--- config.mk ---
export PLATFORM = sky130hd
export DESIGN_NAME = button_overlay
export DESIGN_NICKNAME = d
export VERILOG_FILES = /design/src/btn_pkg.sv /design/src/button_overlay.sv /design/src/btn_painter.sv /design/src/btn_hit_test.sv /design/src/btn_ctrl_regs.sv
export VERILOG_INCLUDE_DIRS = /design/src
export SDC_FILE = /design/constraint.sdc
export NUM_CORES = 1
export LEC_CHECK = 0
export BUFFER_PORTS_ARGS = -buffer_cell sky130_fd_sc_hd__buf_2
export CAP_MARGIN = 20
export CORE_ASPECT_RATIO = 1.75
export CORE_MARGIN = 3
export CORE_UTILIZATION = 47
export DETAILED_ROUTE_END_ITERATION = 8
export GPL_ROUTABILITY_DRIVEN = 0
export PLACE_DENSITY = 0.79
export SKIP_LAST_GASP = 1
export SLEW_MARGIN = 20
export SYNTH_ARGS = -nofsm -noshare
export SYNTH_HDL_FRONTEND = slang
export SYNTH_SLANG_ARGS = --single-unit
--- constraint.sdc ---
create_clock -name clk -period 1.9 [get_ports clk]
set_clock_uncertainty 0.15 [all_clocks]
set_input_delay 0.095 -clock clk [delete_from_list [all_inputs] [get_ports clk]]
set_output_delay 0.095 -clock clk [all_outputs]
set_load 0.05 [all_outputs]
--- src/btn_cfg.svh ---
`ifndef BTN_CFG_SVH
`define BTN_CFG_SVH

// Pixel counter and colour widths
`define BTN_HCOUNT_W    11
`define BTN_VCOUNT_W    11
`define BTN_RGB_W       12

// Bottom row of three buttons
`define BTN_ROW_Y       668
`define BTN_ROW_W       100
`define BTN_ROW_H       50
`define BTN1_X          342      // Deal
`define BTN2_X          462      // Hit
`define BTN3_X          582      // Stand

// Central start button
`define BTN_CTR_X       422
`define BTN_CTR_Y       370
`define BTN_CTR_W       120
`define BTN_CTR_H       60

// Player select buttons share row and size
`define BTN_P1_X        150
`define BTN_P2_X        714
`define BTN_PL_Y        370
`define BTN_PL_W        160
`define BTN_PL_H        60

// Fill colours, 4-4-4
`define BTN_COL_GREY    12'hAAA
`define BTN_COL_DEAL    12'hF00
`define BTN_COL_HIT     12'h00F
`define BTN_COL_STAND   12'h0F0
`define BTN_COL_START   12'hF72
`define BTN_COL_PLAYER  12'h43F

// Byte address of the control register
`define BTN_CTRL_ADDR   4'h0

`endif
--- src/btn_pkg.sv ---
`include "btn_cfg.svh"

package btn_pkg;

    typedef logic [`BTN_HCOUNT_W-1:0] hcount_t;
    typedef logic [`BTN_VCOUNT_W-1:0] vcount_t;
    typedef logic [`BTN_RGB_W-1:0]    rgb_t;
    typedef logic [1:0]               player_sel_t;

    typedef logic [3:0]  axil_addr_t;
    typedef logic [31:0] axil_data_t;
    typedef logic [3:0]  axil_strb_t;
    typedef logic [1:0]  axil_resp_t;

    localparam player_sel_t player_none = 2'd3;  // No player may act
    localparam axil_resp_t  resp_okay   = 2'b00;
    localparam axil_resp_t  resp_slverr = 2'b10;

    typedef enum logic [2:0] {
        st_start     = 3'd0,
        st_deal      = 3'd1,
        st_turn      = 3'd2,
        st_dealer    = 3'd3,
        st_result    = 3'd4,
        st_round_end = 3'd5,
        st_pick      = 3'd6
    } game_phase_t;

    typedef enum logic [2:0] {
        btn_none,
        btn_deal,
        btn_hit,
        btn_stand,
        btn_start,
        btn_player1,
        btn_player2
    } btn_id_t;

    typedef struct packed {
        vcount_t vcount;
        logic    vsync;
        logic    vblnk;
        hcount_t hcount;
        logic    hsync;
        logic    hblnk;
        rgb_t    rgb;
    } vga_bus_t;

    typedef struct packed {
        game_phase_t phase;
        player_sel_t player;
        logic        deal_wait;
        logic        dealer_finished;
    } btn_ctrl_t;

    typedef struct packed {
        logic       awvalid;
        axil_addr_t awaddr;
        logic       wvalid;
        axil_data_t wdata;
        axil_strb_t wstrb;
        logic       bready;
        logic       arvalid;
        axil_addr_t araddr;
        logic       rready;
    } axil_req_t;

    typedef struct packed {
        logic       awready;
        logic       wready;
        logic       bvalid;
        axil_resp_t bresp;
        logic       arready;
        logic       rvalid;
        axil_data_t rdata;
        axil_resp_t rresp;
    } axil_rsp_t;

endpackage

--- src/button_overlay.sv ---
`timescale 1ns/1ps

module button_overlay (
    input  logic               clk,
    input  logic               rst,
    input  btn_pkg::vga_bus_t  vga_in,
    output btn_pkg::vga_bus_t  vga_out,
    input  btn_pkg::axil_req_t axil_req,
    output btn_pkg::axil_rsp_t axil_rsp
);

    btn_pkg::btn_ctrl_t ctrl;
    btn_pkg::vga_bus_t  vga_mid;
    btn_pkg::btn_id_t   hit;

    btn_ctrl_regs u_ctrl_regs (
        .clk      (clk),
        .rst      (rst),
        .axil_req (axil_req),
        .axil_rsp (axil_rsp),
        .ctrl     (ctrl)
    );

    // Stage 1 finds the button, stage 2 paints it
    btn_hit_test u_hit_test (
        .clk     (clk),
        .rst     (rst),
        .vga_in  (vga_in),
        .phase   (ctrl.phase),
        .vga_mid (vga_mid),
        .hit     (hit)
    );

    btn_painter u_painter (
        .clk             (clk),
        .rst             (rst),
        .vga_mid         (vga_mid),
        .hit             (hit),
        .player          (ctrl.player),
        .deal_wait       (ctrl.deal_wait),
        .dealer_finished (ctrl.dealer_finished),
        .vga_out         (vga_out)
    );

endmodule

--- src/btn_painter.sv ---
`timescale 1ns/1ps
`include "btn_cfg.svh"

module btn_painter (
    input  logic                 clk,
    input  logic                 rst,
    input  btn_pkg::vga_bus_t    vga_mid,
    input  btn_pkg::btn_id_t     hit,
    input  btn_pkg::player_sel_t player,
    input  logic                 deal_wait,
    input  logic                 dealer_finished,
    output btn_pkg::vga_bus_t    vga_out
);

    logic              no_player;
    btn_pkg::rgb_t     fill;
    btn_pkg::vga_bus_t vga_nxt;

    assign no_player = (player == btn_pkg::player_none);

    always_comb begin
        case (hit)
            btn_pkg::btn_deal:    fill = no_player ? `BTN_COL_GREY : `BTN_COL_DEAL;
            btn_pkg::btn_hit:     fill = deal_wait ? `BTN_COL_GREY : `BTN_COL_HIT;
            btn_pkg::btn_stand:   fill = deal_wait ? `BTN_COL_GREY : `BTN_COL_STAND;
            btn_pkg::btn_start: begin
                // Start stays disabled until the dealer is done and someone can play
                if (!dealer_finished || no_player) begin
                    fill = `BTN_COL_GREY;
                end else begin
                    fill = `BTN_COL_START;
                end
            end
            btn_pkg::btn_player1,
            btn_pkg::btn_player2: fill = `BTN_COL_PLAYER;
            default:              fill = vga_mid.rgb;   // Outside any visible button
        endcase
    end

    always_comb begin
        vga_nxt     = vga_mid;
        vga_nxt.rgb = fill;
    end

    always_ff @(posedge clk) begin
        if (rst) begin
            vga_out <= '0;
        end else begin
            vga_out <= vga_nxt;
        end
    end

endmodule

--- src/btn_hit_test.sv ---
`timescale 1ns/1ps
`include "btn_cfg.svh"

module btn_hit_test (
    input  logic                 clk,
    input  logic                 rst,
    input  btn_pkg::vga_bus_t    vga_in,
    input  btn_pkg::game_phase_t phase,
    output btn_pkg::vga_bus_t    vga_mid,
    output btn_pkg::btn_id_t     hit
);

    logic             show_deal;
    logic             show_turn;
    logic             show_start;
    logic             show_pick;
    btn_pkg::btn_id_t hit_nxt;

    // Left and top edges inclusive, right and bottom exclusive
    function automatic logic in_rect(
        input btn_pkg::hcount_t hc,
        input btn_pkg::vcount_t vc,
        input int               x,
        input int               y,
        input int               w,
        input int               h
    );
        return (int'(hc) >= x) && (int'(hc) < x + w) &&
               (int'(vc) >= y) && (int'(vc) < y + h);
    endfunction

    assign show_deal  = (phase == btn_pkg::st_deal);
    assign show_turn  = (phase == btn_pkg::st_turn);
    assign show_start = (phase inside {btn_pkg::st_start, btn_pkg::st_dealer,
                                       btn_pkg::st_result, btn_pkg::st_round_end});
    assign show_pick  = (phase == btn_pkg::st_pick);

    always_comb begin
        if (show_deal && in_rect(vga_in.hcount, vga_in.vcount,
                                 `BTN1_X, `BTN_ROW_Y, `BTN_ROW_W, `BTN_ROW_H)) begin
            hit_nxt = btn_pkg::btn_deal;
        end else if (show_turn && in_rect(vga_in.hcount, vga_in.vcount,
                                          `BTN2_X, `BTN_ROW_Y, `BTN_ROW_W, `BTN_ROW_H)) begin
            hit_nxt = btn_pkg::btn_hit;
        end else if (show_turn && in_rect(vga_in.hcount, vga_in.vcount,
                                          `BTN3_X, `BTN_ROW_Y, `BTN_ROW_W, `BTN_ROW_H)) begin
            hit_nxt = btn_pkg::btn_stand;
        end else if (show_start && in_rect(vga_in.hcount, vga_in.vcount,
                                           `BTN_CTR_X, `BTN_CTR_Y, `BTN_CTR_W, `BTN_CTR_H)) begin
            hit_nxt = btn_pkg::btn_start;
        end else if (show_pick && in_rect(vga_in.hcount, vga_in.vcount,
                                          `BTN_P1_X, `BTN_PL_Y, `BTN_PL_W, `BTN_PL_H)) begin
            hit_nxt = btn_pkg::btn_player1;
        end else if (show_pick && in_rect(vga_in.hcount, vga_in.vcount,
                                          `BTN_P2_X, `BTN_PL_Y, `BTN_PL_W, `BTN_PL_H)) begin
            hit_nxt = btn_pkg::btn_player2;
        end else begin
            hit_nxt = btn_pkg::btn_none;
        end
    end

    always_ff @(posedge clk) begin
        if (rst) begin
            vga_mid <= '0;
            hit     <= btn_pkg::btn_none;
        end else begin
            vga_mid <= vga_in;
            hit     <= hit_nxt;   // Travels alongside its pixel
        end
    end

endmodule

--- src/btn_ctrl_regs.sv ---
`timescale 1ns/1ps
`include "btn_cfg.svh"

module btn_ctrl_regs (
    input  logic               clk,
    input  logic               rst,
    input  btn_pkg::axil_req_t axil_req,
    output btn_pkg::axil_rsp_t axil_rsp,
    output btn_pkg::btn_ctrl_t ctrl
);

    logic                wr_fire;
    logic                rd_fire;
    logic                wr_addr_ok;
    logic                rd_addr_ok;
    logic                bvalid;
    logic                rvalid;
    btn_pkg::axil_resp_t bresp;
    btn_pkg::axil_resp_t rresp;
    btn_pkg::axil_data_t rdata;
    btn_pkg::axil_data_t ctrl_word;

    // Address and data are taken together, one outstanding response per channel
    assign wr_fire    = axil_req.awvalid && axil_req.wvalid && !bvalid;
    assign rd_fire    = axil_req.arvalid && !rvalid;
    assign wr_addr_ok = (axil_req.awaddr == `BTN_CTRL_ADDR);
    assign rd_addr_ok = (axil_req.araddr == `BTN_CTRL_ADDR);

    always_comb begin
        ctrl_word      = '0;              // Unused bits read as zero
        ctrl_word[2:0] = ctrl.phase;
        ctrl_word[5:4] = ctrl.player;
        ctrl_word[8]   = ctrl.deal_wait;
        ctrl_word[9]   = ctrl.dealer_finished;
    end

    always_ff @(posedge clk) begin
        if (rst) begin
            ctrl <= '0;
        end else if (wr_fire && wr_addr_ok) begin
            if (axil_req.wstrb[0]) begin
                ctrl.phase  <= btn_pkg::game_phase_t'(axil_req.wdata[2:0]);
                ctrl.player <= axil_req.wdata[5:4];
            end
            if (axil_req.wstrb[1]) begin
                ctrl.deal_wait       <= axil_req.wdata[8];
                ctrl.dealer_finished <= axil_req.wdata[9];
            end
        end
    end

    always_ff @(posedge clk) begin
        if (rst) begin
            bvalid <= 1'b0;
            rvalid <= 1'b0;
        end else begin
            if (wr_fire) begin
                bvalid <= 1'b1;
            end else if (axil_req.bready) begin
                bvalid <= 1'b0;
            end
            if (rd_fire) begin
                rvalid <= 1'b1;
            end else if (axil_req.rready) begin
                rvalid <= 1'b0;
            end
        end
    end

    always_ff @(posedge clk) begin
        if (wr_fire) begin
            bresp <= wr_addr_ok ? btn_pkg::resp_okay : btn_pkg::resp_slverr;
        end
        if (rd_fire) begin
            rdata <= rd_addr_ok ? ctrl_word : '0;
            rresp <= rd_addr_ok ? btn_pkg::resp_okay : btn_pkg::resp_slverr;
        end
    end

    always_comb begin
        axil_rsp.awready = wr_fire;
        axil_rsp.wready  = wr_fire;
        axil_rsp.bvalid  = bvalid;
        axil_rsp.bresp   = bresp;
        axil_rsp.arready = rd_fire;
        axil_rsp.rvalid  = rvalid;
        axil_rsp.rdata   = rdata;
        axil_rsp.rresp   = rresp;
    end

endmodule

## Yosys cells after proc, flatten, opt, wreduce, memory -nomap -nowiden

Cells that the tools add are included.

- Register bits after elaboration: 124
- Output and inout bits: 79
- Word-level logic and storage cells: 116
- Input bits: 89

- $lt $le $gt $ge: 16
- Mux-type cells: 17
- Equality and inequality tests: 13
- Reductions and logical operators: 43

Operators by type and width:

| kind | number |
|---|---|
| $pmux 12 s5 | 1 |
| $lt 11x10->1 const B | 5 |
| $ge 11x9->1 const B | 4 |
| $ge 11x10->1 const B | 3 |
| $lt 11x9->1 const B | 3 |
| $logic_and 1x1->1 | 28 |
| $mux 12 | 2 |
| $mux 11 | 2 |
| $eq 3x3->1 const B | 6 |
| $eq 3x2->1 const B | 4 |
| $ge 11x8->1 const B | 1 |
| $mux 3 | 3 |
| $logic_not 4->1 | 2 |
| $mux 2 | 4 |
| $eq 3x1->1 const B | 2 |
| $mux 1 | 5 |
| $reduce_and 2->1 | 2 |
| $reduce_bool 2->1 | 2 |
| $reduce_bool 4->1 | 1 |
| $reduce_or 2->1 | 2 |
| $reduce_or 4->1 | 1 |
| $logic_not 1->1 | 3 |
| $logic_not 3->1 | 1 |
| $eq 2x2->1 const B | 1 |
| $logic_or 1x1->1 | 1 |

## Logic depth before layout (Yosys ltp)

- Depth after elaboration: 11
- Depth in mapped cells: 7
- Gate-level depth less buffers: 6

## By module

From an unflattened synthesis, not the netlist that was laid out.

- Cell total of the unflattened synthesis: 385
- Area, all modules: 3,905.0 um^2

Modules (own cells, without submodules):

| module | area each (um^2) | times used | cells each |
|---|---|---|---|
| btn_hit_test | 1,567.8 | 1 | 159 |
| btn_painter | 1,360.1 | 1 | 133 |
| btn_ctrl_regs | 977.2 | 1 | 93 |

## Least setup slack after synthesis

Ideal clock, no wire load.

- Path type: register -> register
- From: register u_ctrl_regs.ctrl[4] (netlist name)
- To: register u_hit_test.hit[1]
- Arrival: 1,462 ps
- Setup time: 80 ps
- Required time: 1,670 ps
- Clock period less this slack: 1,692 ps
- Slack: 208 ps
- Stages on the path, launching flop included: 7
- Path through: dfxtp_1 -> and2b_1 -> nand3_1 -> or4_4 -> nor2_2 -> a41oi_1 -> a211oi_2

- Cells in the longest elaborated chain, start to end: 7
- Elaborated cells on any way between the ends: 20

RTL lines:

| element | RTL line | RTL |
|---|---|---|
| $eq 3x3->1 | btn_hit_test.sv:36 | `assign show_pick = (phase == btn_pkg::st_pick);` |
| $logic_and 1x1->1 | btn_hit_test.sv:54 | `end else if (show_pick && in_rect(vga_in.hcount, vga_in.vcount,` |
| $mux 3 | btn_hit_test.sv:54 |  |
| $mux 3 | btn_hit_test.sv:51 | `end else if (show_pick && in_rect(vga_in.hcount, vga_in.vcount,` |
| $mux 3 | btn_hit_test.sv:48 | `end else if (show_start && in_rect(vga_in.hcount, vga_in.vcount,` |
| $mux 2 | btn_hit_test.sv:45 | `end else if (show_turn && in_rect(vga_in.hcount, vga_in.vcount,` |
| $mux 2 | btn_hit_test.sv:42 | `end else if (show_turn && in_rect(vga_in.hcount, vga_in.vcount,` |
| to (signal assigned) | btn_hit_test.sv:65 | `hit <= btn_pkg::btn_none;` |
| to (signal assigned) | btn_hit_test.sv:68 | `hit <= hit_nxt;` |
| to (decl) | btn_hit_test.sv:10 | `output btn_pkg::btn_id_t hit` |

Parallel ways exist; a longest one is shown, timed or not.
A chain may end at the register's enable or synchronous reset.

## Final worst setup path

- From: register u_ctrl_regs.bvalid
- To: register u_ctrl_regs.ctrl[2] (netlist name)

- Cells in the longest elaborated chain, start to end: 4

RTL lines:

| element | RTL line | RTL |
|---|---|---|
| from (decl) | btn_ctrl_regs.sv:16 | `logic bvalid;` |
| from (signal assigned) | btn_ctrl_regs.sv:54 | `bvalid <= 1'b0;` |
| from (signal assigned) | btn_ctrl_regs.sv:58 | `bvalid <= 1'b1;` |
| from (signal assigned) | btn_ctrl_regs.sv:60 | `bvalid <= 1'b0;` |
| $logic_not 1->1 | btn_ctrl_regs.sv:24 | `assign wr_fire = axil_req.awvalid && axil_req.wvalid && !bvalid;` |
| $logic_and 1x1->1 | btn_ctrl_regs.sv:24 |  |
| $logic_and 1x1->1 | btn_ctrl_regs.sv:40 | `end else if (wr_fire && wr_addr_ok) begin` |
| $reduce_and 2->1 (no source line) | - |  |

No other way between the ends.

==> metrics <==
number of fill cells in the layout=549; total global routing track utilization=0.208; TritonCTS clock tree=yes; YS warnings=0; Post-Synthesis Cells=402; Area Growth Syn to Fin=39.9%; Worst-Margin Slew=0.617 ns; DP HPWL=6380 um; Area contributors post-synth=dfxtp_1, nor2b_1, edfxtp_1, buf_4, nor2_1; Top Ports=168; register area share after synthesis=0.532; RSZ-0062 raised after global routing=yes; pins over their slew limit=0; Post-synth top cells=dfxtp_1, nor2b_1, buf_4, nor2_1, nand2_1; min cycle time layout=1.85 ns; cts bufs inserted=9; initial antenna violation count=0; # setup viols final=0; Die Area=9290 um^2; drt pass-1 iters=5; CP max FO=5; Routed Antenna Nets=0; Critical Path, Cell by Cell=or2_4 > nor2_4 > buf_6 > nand3_1 > a21oi_2 > dlygate4sd3_1; final wirelength=9790 um; Leak=0.00237 uW; first-pass GRT wire length=14700 um; crit share post-route=0.975; nets=658; post-synthesis cell type count=54; num rows=42; crit path max-delay cell type=dlygate4sd3_1; placed cells=590; P per Cell Area=902 nW/um^2; EDFF count, synth=9; worst-skew pair later-pin latency=0.35 ns; largest net degree at the start of global routing=35; worst slew margin relative to its limit=0.589; status=finished, final reports clean; Hold Path Class=in -> reg; Worst EP required=2.04 ns; Chip Height=125 um; CP Class=reg -> reg; CP peak stage delay=0.55 ns; fmax=0.540 GHz; crit path launch type=register; ratio of cells with drive above 1 in the final layout=0.275; Seq cells post-synth=97; DR iter-0 viols=157; Worst VDD drop=507 uV; CTS root buf=clkbuf_16; Syn Area/Cell=9.50 um^2; DR vias=3336; Layout Utilization=0.692; Die X=74.2 um; Yosys top cell area share=0.461; Max Root-Sink Buffers=2; area leader, netlist=dfxtp_1; Port Buf Inserts=113; Via density=5.04; htree depth=3; maxcap violations=0; Fin. Hold Viols=0; Non-Filler Instances=662; GRT overflow=0; crit end category=register; WL/cell=14.8 um; WP data arrival=1.99 ns; # DRC=0; Sink Count=97; Initial Util=0.494; Top FF cell, synth=dfxtp_1; Worst-path clk slew=0.07 ns; n_diodes=0; share of flip-flops with an asynchronous set or reset=0; vias in the first global route=3251; Core Area=7720 um^2; mapped cell area=3820 um^2; most frequent cell after synthesis=dfxtp_1
[registers in the layout, summed over array words and instances (netlist names)]
register and count:
u_ctrl_regs.ctrl 7, u_ctrl_regs.bresp 1, u_ctrl_regs.rvalid 1, u_hit_test.vga_mid 38
u_painter.vga_out 38, u_ctrl_regs.rresp 1, u_hit_test.hit 3, u_ctrl_regs.bvalid 1
u_ctrl_regs.rdata 7
[cells in the final DEF, fill, tap and decap left out, drive strengths merged, types with 15 or more instances in the layout]
| cell type | netlist | routed |
|---|---|---|
| dfxtp | 88 | 88 |
| buf | 36 | 128 |
| nor2b | 65 | 65 |
| a21oi | 23 | 23 |
| nor2 | 34 | 34 |
| conb | 1 | 27 |
| dlygate4sd3 | 0 | 49 |
| o21ai | 16 | 16 |
| clkbuf | 15 | 15 |
| nand2 | 25 | 25 |
[worst max-delay path: cells and delay by family (launching register included)]
family	cells	cell delay, ns
simple gates	3	0.49
buf+inv	2	0.68
compound gates	1	0.15
flops	1	0.32
[power by group]
part / leakage [uW] / switching (uW) / total (uW) / internal [uW]
sequential: 0.000812 / 27.0 / 2180 / 2150
clock: 0.000161 / 726 / 1940 / 1210
combinational: 0.00139 / 470 / 706 / 236
total: 0.00237 / 1220 / 4820 / 3600
[routing by layer]
metal / global-route usage / wire, um / up-vias
li1: - / - / 1636
met1: 0.200 / 3420 / 1523
met3: 0.0562 / 540 / 38
met4: 0.146 / 451 / 0
met2: 0.364 / 5380 / 139
met5: 0 / 0 / -
[stage by stage]
| stage | power (uW) | hold WS [ns] | TNS (ns) | area [um^2] | setup slack (ns) |
|---|---|---|---|---|---|
| after floorplan | 2700 | 0.0440 | 0 | 3920 | 0.208 |
| after detailed placement | 2810 | 0.141 | 0 | 4360 | 0.136 |
| after CTS | 4810 | 0.0375 | 0 | 5220 | 0.0132 |
| after global placement | 2800 | 0.131 | 0 | 4360 | 0.137 |
| final | 4820 | 0.0542 | 0 | 5340 | 0.0473 |
| after global routing | 4970 | 0.0651 | -0.0282 | 5340 | -0.0210 |
[cell type report]
| type | instances | area (um^2) | share of cell area |
|---|---|---|---|
| sequential | 97 | 2030 | 0.380 |
| tap | 88 | 110 | 0.0206 |
| timing repair buffer | 181 | 1250 | 0.234 |
| clock buffer | 15 | 299 | 0.0560 |
| inverter | 5 | 18.8 | 0.00351 |
| clock inverter | 1 | 30.0 | 0.00562 |
| multi-input combinational | 275 | 1600 | 0.300 |
[worst paths after layout]
path                                             start                     to  slack (ns)  cells after the start
worst max-delay path                u_ctrl_regs.bvalid    u_ctrl_regs.ctrl[2]        0.05                      6
worst min-delay path                       axil_req[3]   u_ctrl_regs.rresp[1]        0.05                      4
worst max register to register      u_ctrl_regs.bvalid    u_ctrl_regs.ctrl[2]        0.05                      6
worst min register to register  u_hit_test.vga_mid[36]  u_painter.vga_out[36]        0.28                      1
[logic make-up after synthesis]
logic type,count (synthesis),synth area share
AO/OA/AOI/OAI,75,0.127
XOR/XNOR,2,0.00655
buffers and inverters,56,0.0888
flip-flops,97,0.532
other,1,0.000982
AND/OR/NAND/NOR,171,0.244
[what timing repair did]
| action | CTS | global route |
|---|---|---|
| gates resized for setup | 0 | 29 |
| buffers inserted | 0 | 5 |
| setup endpoints to repair | 0 | 4 |
| hold buffers | 53 | 0 |
| hold endpoints to repair | 49 | 0 |
Note: power is estimated with default switching activity, not from simulation.
